**src/hw/px_bus_pkg.sv**
```systemverilog
// P-X system bus definitions
`default_nettype none

package px_bus_pkg;

	// Memory cycle request put on the bus
	typedef struct packed {
		logic        wr;	// 1 = write, 0 = read
		logic [15:0] addr;	// Memory address
		logic [15:0] data;	// Write data, don't care on reads
	} px_bus_cmd_t;

	// Answer from the bus, valid while ack is high
	typedef struct packed {
		logic [15:0] data;	// Read data
	} px_bus_rep_t;

	// Cycles from bus_req rising to the alarm
	localparam int BUS_TIMEOUT = 40;

	// Timeout counter width
	localparam int BUS_TMO_W = $clog2(BUS_TIMEOUT + 1);

endpackage

`default_nettype wire

```
**src/hw/px_state_pkg.sv**
```systemverilog
// P-X machine state definitions
`default_nettype none

package px_state_pkg;

	// Machine states of the cut-down control unit
	typedef enum logic [3:0] {
		IDLE = 4'd0,	// Waiting for a command
		K1   = 4'd1,	// Instruction fetch
		WR   = 4'd2,	// Argument read
		WW   = 4'd3,	// Argument write
		P3   = 4'd4,	// Execute
		STOP = 4'd5	// Halted, left only by reset
	} px_state_t;

	// Instruction class, picks the state path
	typedef enum logic [1:0] {
		OP_REG   = 2'd0,	// K1, P3
		OP_READ  = 2'd1,	// K1, WR, P3
		OP_WRITE = 2'd2,	// K1, WW, P3
		OP_HALT  = 2'd3	// K1, STOP
	} px_op_t;

	// Command handed over by the instruction decoder
	typedef struct packed {
		px_op_t      op;	// Instruction class
		logic [15:0] pc;	// Fetch address
		logic [15:0] arg;	// Argument address
	} px_cmd_t;

	// Strobe phase lengths in got cycles
	localparam int STROB1_SHORT = 3;	// WR, WW
	localparam int STROB1_LONG  = 6;	// K1, P3
	localparam int STROB2_TICKS = 2;	// All active states

	// Phase counter width, covers the longest phase
	localparam int STROB_CNT_W = $clog2(STROB1_LONG + 1);

endpackage

`default_nettype wire

```
**src/hw/px_bus_master.sv**
```systemverilog
// P-X system bus master
`default_nettype none
`timescale 1ns/10ps

module px_bus_master import px_bus_pkg::*; (
	input  wire         got,
	input  wire         clo_,
	input  wire         start,	// Memory cycle wanted
	input  wire         px_bus_cmd_t cmd,
	output logic        bus_req,
	output px_bus_cmd_t bus_cmd,
	input  wire         bus_ack,
	input  wire         rep_valid,	// Reply latched by REP_RX
	output logic        rep_take,
	output logic        done,	// Four-phase cycle closed
	output logic        alarm	// Sticky until reset
);

	typedef enum logic [1:0] {
		BM_IDLE = 2'd0,	// No cycle open
		BM_REQ  = 2'd1,	// req high, waiting for ack
		BM_ACK  = 2'd2,	// req dropped, waiting for ack low
		BM_DEAD = 2'd3	// Timed out
	} bm_state_t;

	bm_state_t bst;
	logic [BUS_TMO_W-1:0] tmo;	// Cycles since req rose

	always_ff @(posedge got or negedge clo_) begin
		if (!clo_) begin
			bst <= BM_IDLE;
			tmo <= '0;
			alarm <= 1'b0;
		end else begin
			case (bst)
				BM_IDLE: begin
					if (start) begin
						bst <= BM_REQ;	// Phase 1
						tmo <= '0;
					end
				end
				BM_REQ: begin
					if (bus_ack) begin
						bst <= BM_ACK;	// Phase 3, req falls
					end else if (tmo == BUS_TMO_W'(BUS_TIMEOUT - 1)) begin
						bst <= BM_DEAD;	// No answer
						alarm <= 1'b1;
					end else begin
						tmo <= tmo + 1'b1;
					end
				end
				BM_ACK: if (done) bst <= BM_IDLE;
				default: bst <= BM_DEAD;	// Only reset leaves
			endcase
		end
	end

	// Command frozen for the whole cycle
	always_ff @(posedge got) begin
		if ((bst == BM_IDLE) && start)
			bus_cmd <= cmd;
	end

	assign bus_req = (bst == BM_REQ);
	assign done = (bst == BM_ACK) && !bus_ack && rep_valid;	// Phase 4 seen
	assign rep_take = done;	// Reply read on the same cycle

endmodule

`default_nettype wire

```
**src/hw/px_hs_rx.sv**
```systemverilog
// Four-phase handshake receiver
`default_nettype none
`timescale 1ns/10ps

module px_hs_rx #(
	parameter type payload_t = logic [15:0]
) (
	input  wire      got,
	input  wire      clo_,
	input  wire      req,	// Requester side
	output logic     ack,
	input  wire      payload_t data,
	output payload_t item,	// Held payload
	output logic     item_valid,
	input  wire      take	// Consumer frees the slot
);

	logic accept;

	// New item only when the slot is empty and the last cycle has closed
	assign accept = req && !ack && !item_valid;

	always_ff @(posedge got or negedge clo_) begin
		if (!clo_) begin
			ack <= 1'b0;
			item_valid <= 1'b0;
		end else begin
			if (accept)
				ack <= 1'b1;	// Phase 2
			else if (ack && !req)
				ack <= 1'b0;	// Phase 4
			if (accept)
				item_valid <= 1'b1;
			else if (take)
				item_valid <= 1'b0;	// Slot free again
		end
	end

	always_ff @(posedge got) begin
		if (accept)
			item <= data;	// Payload is stable while req is high
	end

endmodule

`default_nettype wire

```
**src/hw/px_state_seq.sv**
```systemverilog
// P-X state sequencer
`default_nettype none
`timescale 1ns/10ps

module px_state_seq import px_state_pkg::*, px_bus_pkg::*; (
	input  wire         got,
	input  wire         clo_,
	input  wire         px_cmd_t cmd,	// Held by the command receiver
	input  wire         cmd_valid,
	output logic        cmd_take,	// Frees the receiver at the end
	input  wire         advance,	// From the strobe timer
	input  wire         bus_done,
	input  wire  [15:0] rd_data,
	input  wire         alarm,
	output logic        bus_start,	// Level, high until bus_done
	output px_bus_cmd_t bus_cmd,
	output px_state_t   state,
	output logic        hlt
);

	px_state_t state_nx;
	px_bus_cmd_t bus_cmd_nx;
	logic enter_bus;	// Next state opens a memory cycle
	logic [15:0] dreg;	// Internal data register

	// Fixed path per instruction class
	always_comb begin
		state_nx = state;
		case (state)
			IDLE: if (cmd_valid) state_nx = K1;
			K1: begin
				if (advance) begin
					case (cmd.op)
						OP_REG: state_nx = P3;
						OP_READ: state_nx = WR;
						OP_WRITE: state_nx = WW;
						default: state_nx = STOP;	// OP_HALT
					endcase
				end
			end
			WR, WW: if (advance) state_nx = P3;
			P3: if (advance) state_nx = IDLE;
			default: state_nx = state;	// STOP holds
		endcase
		if (alarm)
			state_nx = STOP;	// Dead bus ends everything
	end

	assign enter_bus = (state_nx != state) &&
		((state_nx == K1) || (state_nx == WR) || (state_nx == WW));

	// Memory cycle for the state being entered
	always_comb begin
		case (state_nx)
			WR: bus_cmd_nx = '{wr: 1'b0, addr: cmd.arg, data: 16'h0000};
			WW: bus_cmd_nx = '{wr: 1'b1, addr: cmd.arg, data: dreg};
			default: bus_cmd_nx = '{wr: 1'b0, addr: cmd.pc, data: 16'h0000};	// K1 fetch
		endcase
	end

	always_ff @(posedge got or negedge clo_) begin
		if (!clo_) begin
			state <= IDLE;
			bus_start <= 1'b0;
			hlt <= 1'b0;
			dreg <= '0;
		end else begin
			state <= state_nx;
			if (alarm)
				bus_start <= 1'b0;
			else if (enter_bus)
				bus_start <= 1'b1;	// Same edge as the state change
			else if (bus_done)
				bus_start <= 1'b0;
			if (bus_done && (state == WR))
				dreg <= rd_data;	// K1 fetch data is dropped
			if ((state == K1) && (state_nx == STOP) && (cmd.op == OP_HALT))
				hlt <= 1'b1;
		end
	end

	always_ff @(posedge got) begin
		if (enter_bus)
			bus_cmd <= bus_cmd_nx;
	end

	// Receiver stays full for the whole instruction
	assign cmd_take = (state == P3) && advance;

endmodule

`default_nettype wire

```
**src/hw/px_strobe_timer.sv**
```systemverilog
// P-X strob1 and strob2 timer
`default_nettype none
`timescale 1ns/10ps

module px_strobe_timer import px_state_pkg::*; (
	input  wire       got,
	input  wire       clo_,
	input  wire       px_state_t state,
	input  wire       hold,	// Bus cycle still open
	output logic      strob1,
	output logic      strob2,
	output logic      advance	// One cycle, ends the state
);

	typedef enum logic [1:0] {
		PH_S1   = 2'd0,	// strob1 running
		PH_WAIT = 2'd1,	// Between strobes, waits for the bus
		PH_S2   = 2'd2,	// strob2 running
		PH_ADV  = 2'd3	// State-advance cycle
	} phase_t;

	phase_t ph;
	logic [STROB_CNT_W-1:0] cnt;	// Cycles spent in the phase
	logic [STROB_CNT_W-1:0] s1_len;	// strob1 length of this state
	logic active;

	assign active = (state != IDLE) && (state != STOP);

	// Fetch and execute get the long strob1
	always_comb begin
		case (state)
			WR, WW: s1_len = STROB_CNT_W'(STROB1_SHORT);
			default: s1_len = STROB_CNT_W'(STROB1_LONG);
		endcase
	end

	always_ff @(posedge got or negedge clo_) begin
		if (!clo_) begin
			ph <= PH_S1;
			cnt <= '0;
		end else if (!active) begin
			ph <= PH_S1;	// Armed for the first cycle of the next state
			cnt <= '0;
		end else begin
			case (ph)
				PH_S1: begin
					if (cnt == s1_len - 1'b1) begin
						cnt <= '0;
						ph <= hold ? PH_WAIT : PH_S2;
					end else begin
						cnt <= cnt + 1'b1;
					end
				end
				PH_WAIT: if (!hold) ph <= PH_S2;	// Bus done, go on
				PH_S2: begin
					if (cnt == STROB_CNT_W'(STROB2_TICKS - 1)) begin
						cnt <= '0;
						ph <= PH_ADV;
					end else begin
						cnt <= cnt + 1'b1;
					end
				end
				default: ph <= PH_S1;	// Sequencer moves on here
			endcase
		end
	end

	assign strob1 = active && (ph == PH_S1);
	assign strob2 = active && (ph == PH_S2);
	assign advance = active && (ph == PH_ADV);

endmodule

`default_nettype wire

```
**src/hw/px_top.sv**
```systemverilog
// P-X state control unit
`default_nettype none
`timescale 1ns/10ps

module px_top import px_state_pkg::*, px_bus_pkg::*; (
	input  wire         got,
	input  wire         clo_,
	input  wire         cmd_req,
	input  wire         px_cmd_t cmd,
	output logic        cmd_ack,
	output logic        bus_req,
	output px_bus_cmd_t bus_cmd,
	input  wire         bus_ack,
	input  wire         px_bus_rep_t bus_rep,
	output px_state_t   state,
	output logic        strob1,
	output logic        strob2,
	output logic        alarm,
	output logic        hlt
);

	px_cmd_t cmd_item;	// Instruction in progress
	logic cmd_valid;
	logic cmd_take;
	logic advance;
	logic bus_start;	// Also holds the timer
	px_bus_cmd_t seq_bus_cmd;
	logic bus_done;
	px_bus_rep_t rep_item;	// Last bus reply
	logic rep_valid;
	logic rep_take;

	px_hs_rx #(.payload_t(px_cmd_t)) CMD_RX (
		.got(got),
		.clo_(clo_),
		.req(cmd_req),
		.ack(cmd_ack),
		.data(cmd),
		.item(cmd_item),
		.item_valid(cmd_valid),
		.take(cmd_take)
	);

	px_strobe_timer TIMER (
		.got(got),
		.clo_(clo_),
		.state(state),
		.hold(bus_start),
		.strob1(strob1),
		.strob2(strob2),
		.advance(advance)
	);

	px_state_seq SEQ (
		.got(got),
		.clo_(clo_),
		.cmd(cmd_item),
		.cmd_valid(cmd_valid),
		.cmd_take(cmd_take),
		.advance(advance),
		.bus_done(bus_done),
		.rd_data(rep_item.data),
		.alarm(alarm),
		.bus_start(bus_start),
		.bus_cmd(seq_bus_cmd),
		.state(state),
		.hlt(hlt)
	);

	px_bus_master BUS (
		.got(got),
		.clo_(clo_),
		.start(bus_start),
		.cmd(seq_bus_cmd),
		.bus_req(bus_req),
		.bus_cmd(bus_cmd),
		.bus_ack(bus_ack),
		.rep_valid(rep_valid),
		.rep_take(rep_take),
		.done(bus_done),
		.alarm(alarm)
	);

	// Bus side drops ack by watching its own req
	px_hs_rx #(.payload_t(px_bus_rep_t)) REP_RX (
		.got(got),
		.clo_(clo_),
		.req(bus_ack),
		.ack(),
		.data(bus_rep),
		.item(rep_item),
		.item_valid(rep_valid),
		.take(rep_take)
	);

endmodule

`default_nettype wire

```
**config.mk**
```make
export PLATFORM = sky130hd
export DESIGN_NAME = px_top
export DESIGN_NICKNAME = d
export VERILOG_FILES = /design/src/hw/px_bus_pkg.sv /design/src/hw/px_state_pkg.sv /design/src/hw/px_bus_master.sv /design/src/hw/px_hs_rx.sv /design/src/hw/px_state_seq.sv /design/src/hw/px_strobe_timer.sv /design/src/hw/px_top.sv
export SDC_FILE = /design/constraint.sdc
export NUM_CORES = 1
export LEC_CHECK = 0
export ABC_AREA = 1
export BUFFER_PORTS_ARGS = -buffer_cell sky130_fd_sc_hd__buf_4
export CORE_UTILIZATION = 50
export DETAILED_ROUTE_END_ITERATION = 7
export GPL_TIMING_DRIVEN = 1
export HOLD_SLACK_MARGIN = 0.05
export PLACE_DENSITY = 0.72
export SETUP_SLACK_MARGIN = 0.4
export SYNTH_ARGS = -nofsm -noshare
export SYNTH_HDL_FRONTEND = slang
export SYNTH_SLANG_ARGS = --single-unit
```
**constraint.sdc**
```tcl
create_clock -name got -period 4.27 [get_ports got]
set_input_delay 0.854 -clock got [delete_from_list [all_inputs] [get_ports got]]
set_output_delay 0.854 -clock got [all_outputs]
set_load 0.01 [all_outputs]
```
# After elaboration in Yosys (flattened, before gate mapping)
# Index checks and enable logic that the tools add are counted.
word_totals:
  reg_bits: 156
  in_bits: 54
  out_inout_bits: 43
classes:
  n_addsub: 3
  eq_ne: 30
  mux: 38
  bitwise_logic: 1
  n_reduce_logical: 42
ops:
  columns: ["operator", "count"]
  rows:
  - ["$pmux 33 s2", 1]
  - ["$mux 4", 5]
  - ["$logic_and 1x1->1", 18]
  - ["$mux 2", 9]
  - ["$mux 6", 3]
  - ["$eq 4x2->1 const B", 4]
  - ["$pmux 4 s4", 1]
  - ["$mux 3", 4]
  - ["$ne 3x3->1 const B", 4]
  - ["$pmux 2 s3", 2]
  - ["$pmux 6 s2", 1]
  - ["$eq 2x2->1 const B", 5]
  - ["$mux 1", 10]
  - ["$reduce_bool 2->1", 5]
  - ["$pmux 3 s3", 1]
  - ["$reduce_and 3->1", 3]
  - ["$eq 4x1->1 const B", 2]
  - ["$eq 4x3->1 const B", 2]
  - ["$ne 2x2->1 const B", 4]
  - ["$add 6x1->6 const B", 1]
  - ["$eq 2x1->1 const B", 3]
  - ["$eq 6x6->1 const B", 1]
  - ["$logic_not 1->1", 6]
  - ["$logic_not 2->1", 3]
  - ["other kinds (15)", 16]

# Longest topological paths before layout
depth:
  word_depth: 12
  ltp_mapped: 14
  depth_no_buf: 14

# By module
# Synthesis repeated with hierarchy kept, for this count alone.
hier_totals:
  hier_cells: 504
  area_unflattened_um2: 6228.5
modules_own_cells:
  columns: ["mod", "instances", "cells_per_inst", "area_per_inst_um2", "seq_area_each_um2"]
  rows:
  - ["px_state_seq", 1, 247, 2499.9, 1541.5]
  - ["px_bus_master", 1, 108, 1545.2, 1216.2]
  - ["px_hs_rx at CMD_RX", 1, 45, 1111.1, 1071.0]
  - ["px_hs_rx at REP_RX", 1, 27, 570.5, 530.5]
  - ["px_strobe_timer", 1, 77, 501.7, 125.1]

# Least setup slack after synthesis
# OpenSTA, ideal clock, no wires.
synth_timing:
  kind: "input to register"
  start: "input port cmd_req"
  end: "register CMD_RX.item[0] in the netlist's numbering (enable)"
  setup_time_ns: 0.469
  arrival_ns: 3.259
  path_slack_ns: 0.542
  stages: 2
  path_cell_list: "inv_1 nor3_1"
synth_via:
  elab_chain_len: 2
synth_lines:
  columns: ["element", "line", "text"]
  rows:
  - ["start, declared", "px_top.sv:8", "input wire cmd_req,"]
  - ["$logic_and 1x1->1 (2 in series)", "px_hs_rx.sv:21", "assign accept = req && !ack && !item_valid;"]
  - ["named net CMD_RX.accept", "px_hs_rx.sv:18", "logic accept;"]
  - ["end signal, assigned", "px_hs_rx.sv:41", "item <= data;"]
  - ["end, declared", "px_hs_rx.sv:13", "output payload_t item,"]
# The timed path passes the listed nets, and every way through them passes these cells.
# A chain may end at the register's enable or synchronous reset.

# Worst setup path in the final report
layout_timing:
  start: "register SEQ.state[3]"
  end: "register SEQ.bus_cmd[12] in the netlist's numbering (enable)"
layout_via:
  elab_chain_len: 10
  word_cells_on_any_way: 23
  classes_between: "eq/ne (9); mux (6); reduce/logical (8)"
layout_lines:
  columns: ["element", "line", "text"]
  rows:
  - ["start, declared", "px_state_seq.sv:17", "output px_state_t state,"]
  - ["start signal, assigned", "px_state_seq.sv:68", "state <= state_nx;"]
  - ["$ne 4x3->1 / $reduce_bool 4->1 (equally long branches)", "px_strobe_timer.sv:27", "assign active = (state != IDLE) && (state != STOP);"]
  - ["$logic_and 1x1->1", "px_strobe_timer.sv:27", null]
  - ["$logic_and 1x1->1", "px_strobe_timer.sv:70", "assign advance = active && (ph == PH_ADV);"]
  - ["$mux 4, on equally long branches", "px_state_seq.sv:42, px_state_seq.sv:32, px_state_seq.sv:41", null]
  - ["$pmux 4 s4 *", "px_state_seq.sv:29", "case (state)"]
  - ["$mux 4 *", "px_state_seq.sv:45", "if (alarm)"]
  - ["named net SEQ.state_nx[2]", "px_state_seq.sv:21", "px_state_t state_nx;"]
  - ["$eq 4x1->1 / $eq 4x2->1 (equally long branches)", "px_state_seq.sv:50", "((state_nx == K1) || (state_nx == WR) || (state_nx == WW));"]
  - ["$logic_or 1x1->1 (2 in series)", "px_state_seq.sv:50", null]
  - ["$logic_and 1x1->1 *", "px_state_seq.sv:49", "assign enter_bus = (state_nx != state) &&"]
  - ["named net SEQ.enter_bus", "px_state_seq.sv:23", "logic enter_bus;"]
  - ["end signal, assigned", "px_state_seq.sv:84", "bus_cmd <= bus_cmd_nx;"]
  - ["end, declared", "px_state_seq.sv:16", "output px_bus_cmd_t bus_cmd,"]
# The timed path passes the listed nets; every way through them passes the cells marked *.

==> flow_summary_export.csv <==
group,metric,value,unit
outcome,status,"finished, final reports clean",
placement,gp_congestion,0.818,
synthesis,syn-num-nets,485,
floorplan,coreArea,0.0115,mm²
sta,rsz0062_at_grt,"false",
detailed_routing,vias,3397,
detailed_routing,detail-route-antenna-nets,0,
power_and_ir_drop,p_leak,3.10,nW
sta,setup_violations,0,
sta,hold_viol,0,
sta,skew,0.00671,ns
placement,io_buffers,96,
clock_tree,cts.clk_slew.worst_paths,0.06,ns
synthesis,yosys_warnings,0,
synthesis,synth_cell_types,32,
floorplan,die_w,111,µm
worst_setup_path,crit_type,"reg2reg",
detailed_routing,routed_wl,9790,µm
clock_tree,cts_tree,"yes",
floorplan,die_y,111,µm
floorplan,dieArea,0.0123,mm²
worst_setup_path,critPathMaxFanout,33,
detailed_routing,wl_per_cell,14.2,µm
clock_tree,ctsLongestPathBuffers,2,
clock_tree,cts_resized,0,
worst_setup_path,end_kind,"register",
final_layout,fin_cells,691,
flow_run,maxCapViolCount,0,
placement,hpwl,6620,µm
placement,dp.cells,659,
global_routing,grt_pass1_wl,16200,µm
final_layout,synthToLayoutAreaGrowth,25.4,%
detailed_routing,dr.pass1.iters,4,
worst_setup_path,cp-start-kind,"register",
clock_tree,cts-root-buf,"clkbuf_16",
worst_setup_path,cpPeakStageDelay,0.47,ns
worst_setup_path,crit_top_cell,"nand2_1",
final_layout,fillers,813,
final_layout,diodes,0,
sta,fmax,0.389,GHz
placement,post-place-ws,1.67,ns
clock_tree,clock-sinks,156,
sta,fin_setup_tns,0,ns
worst_setup_path,cpMaxStageDelayCell,"dfrtp_1",
worst_setup_path,crit_chain,"nor2_2 > nand2_2 > nand3_4 > nor2_2 > nand2_1 > nand3_2 > nor2_4 > nand2_4 > nand2_1 > nand2_1 > inv_1 > buf_4",
detailed_routing,drtIter0Drc,207,
synthesis,yosysSeqAreaShare,0.757,
synthesis,ys_ff_latch,156,
sta,drv_slew,0,
detailed_routing,via_per_inst,4.92,
sta,hold_ws,0.417,ns
power_and_ir_drop,vdd_drop_max,266,µV
clock_tree,post_cts_buffers,0,
clock_tree,cts-hold-fix-buffers,0,
global_routing,grt_max_degree,41,
power_and_ir_drop,power-per-cell-area,423,mW/mm²
global_routing,grt.overflow.total,0,
sta,min_period,2.57,ns
global_routing,grtUsageTotal,0.175,
synthesis,syn_inst,420,
synthesis,avgSynthCellArea,14.1,µm²
sta,min_period_over_period,0.601,
floorplan,num_io_pins,97,
clock_tree,clock_latency,0.41,ns
worst_setup_path,crit_arrival,2.63,ns
synthesis,netlist_area,0.00592,mm²
sta,worst_slack,1.70,ns
worst_setup_path,required,4.34,ns
global_routing,grt_pass1_vias,3471,
global_routing,antenna_found_initial,0,
floorplan,initial_core_util,0.516,
final_layout,nNetsFinal,600,
hold_path,min-delay-path-class,"in2async",
sta,slew_headroom,0.616,
final_layout,drive_gt1_frac,0.292,
clock_tree,h-tree-depth,4,
sta,worst_pin_slew,0.571,ns
floorplan,num_rows,39,
clock_tree,cts_inserted_buffers,17,
detailed_routing,drc_errors,0,
-- area by class of cell --
class | instances | area, µm² | share of cell area
clock buffers | 20 | 437 | 0.0588
clock inverters | 12 | 148 | 0.0199
inverters | 56 | 210 | 0.0283
multi-input cells | 203 | 1210 | 0.163
flip-flops and latches | 156 | 4480 | 0.604
well taps | 143 | 179 | 0.0241
repair buffers | 101 | 758 | 0.102
-- power by group --
group | internal, mW | switching [mW]
Sequential | 1.62 | 0.000000000372
Combinational | 0.0303 | 0.0165
Clock | 0.914 | 0.560
-- Yosys cell counts (all sizes together) --
library cell  number  area share
edfxtp           116        0.59
mux2i              1      0.0017
nor4               1      0.0011
o21bai             1      0.0013
ha                11       0.023
nand4              5      0.0053
clkbuf             3      0.0019
a31o               2      0.0030
nor2              55       0.037
o22ai              3      0.0032
inv               56       0.035
or2                2      0.0021
nor3               4      0.0034
nor3b              2      0.0025
a211oi             1      0.0013
a21oi             31       0.026
nand3             14       0.016
dfrtp             40        0.17
buf                2      0.0027
nand2             44       0.031
mux2              16       0.036
o21ai             10      0.0085
-- cells by family (layout without fill, tap and decap cells) --
group | Yosys count | in the layout | synth area share
DFF | 156 | 156 | 0.757
AOI/OAI and AO/OA | 48 | 48 | 0.0433
muxes | 17 | 17 | 0.0378
and+or+nand+nor | 127 | 127 | 0.0982
buffers and inverters | 61 | 189 | 0.0401
adders and majority gates | 11 | 11 | 0.0232
-- flip-flops by register name, summed over array words and instances, names as in the netlist --
name	cells
REP_RX.item	16
SEQ.bus_start	1
SEQ.hlt	1
BUS.tmo	6
SEQ.dreg	16
BUS.bst	2
CMD_RX.ack	1
CMD_RX.item_valid	1
BUS.bus_cmd	33
BUS.alarm	1
CMD_RX.item	34
REP_RX.ack	1
TIMER.ph	2
SEQ.bus_cmd	33
REP_RX.item_valid	1
SEQ.state	4
TIMER.cnt	3
-- metrics by stage --
step	cell area, µm²	utilization	power (mW)
floorplan	5920	-	1.65
global placement	6840	0.597	1.70
detailed placement	6840	0.597	1.70
CTS	7430	0.648	3.17
global route	7430	0.648	3.23
finish	7430	0.648	3.14
-- per-layer routing --
layer,part of all wire,GRT usage,vias to the layer above
met3,0.047,0.0536,26
met4,0.031,0.0978,0
met1,0.41,0.200,1605
li1,-,-,1676
met5,0,0,-
met2,0.52,0.292,90
-- critical path: cells and delay by family, from the launching register on --
kind | cells | cell delay (ns)
and+or+nand+nor | 10 | 1.31
buffers and inverters | 2 | 0.42
DFF | 1 | 0.47
-- path summary, 6_finish.rpt --
check                      slack, ns                         to  cells after the start                 startpoint
max reg2reg                     1.70  SEQ.bus_cmd[12]$_DFFE_PP_                     12     SEQ.state[3]$_DFF_PN0_
min reg2reg                     0.42  BUS.bus_cmd[27]$_DFFE_PP_                      0  SEQ.bus_cmd[27]$_DFFE_PP_
max in group asynchronous       3.48    SEQ.dreg[3]$_DFFE_PN0P_                      1                       clo_
min in group got                0.42  BUS.bus_cmd[27]$_DFFE_PP_                      0  SEQ.bus_cmd[27]$_DFFE_PP_
min                             0.42    TIMER.ph[1]$_DFFE_PN0P_                      1                       clo_
max                             1.70  SEQ.bus_cmd[12]$_DFFE_PP_                     12     SEQ.state[3]$_DFF_PN0_
-- placed cells by master (no fill, tap or decap), types with 2 or more instances in the layout --
cell        netlist  routed
a21oi_1          31      31
a31o_2            2       2
buf_4             0     101
bufinv_16         0       3
clkbuf_1          3       3
clkbuf_16         0      17
clkinv_1          0       3
clkinv_4          0       3
clkinvlp_4        0       2
dfrtp_1          40      40
edfxtp_1        116     116
ha_1             11      11
inv_1            54      54
inv_2             2       2
mux2_1            3       3
mux2_2            4       4
mux2_4            9       9
nand2_1          39      39
nand2_2           4       4
nand3_1          11      11
nand3_2           2       2
nand4_1           5       5
nor2_1           51      51
nor2_2            3       3
nor3_1            4       2
nor3_2            0       2
nor3b_1           2       2
o21ai_0          10      10
o22ai_1           3       3
or2_2             2       2
No activity file was read; power rests on OpenSTA's default activity.
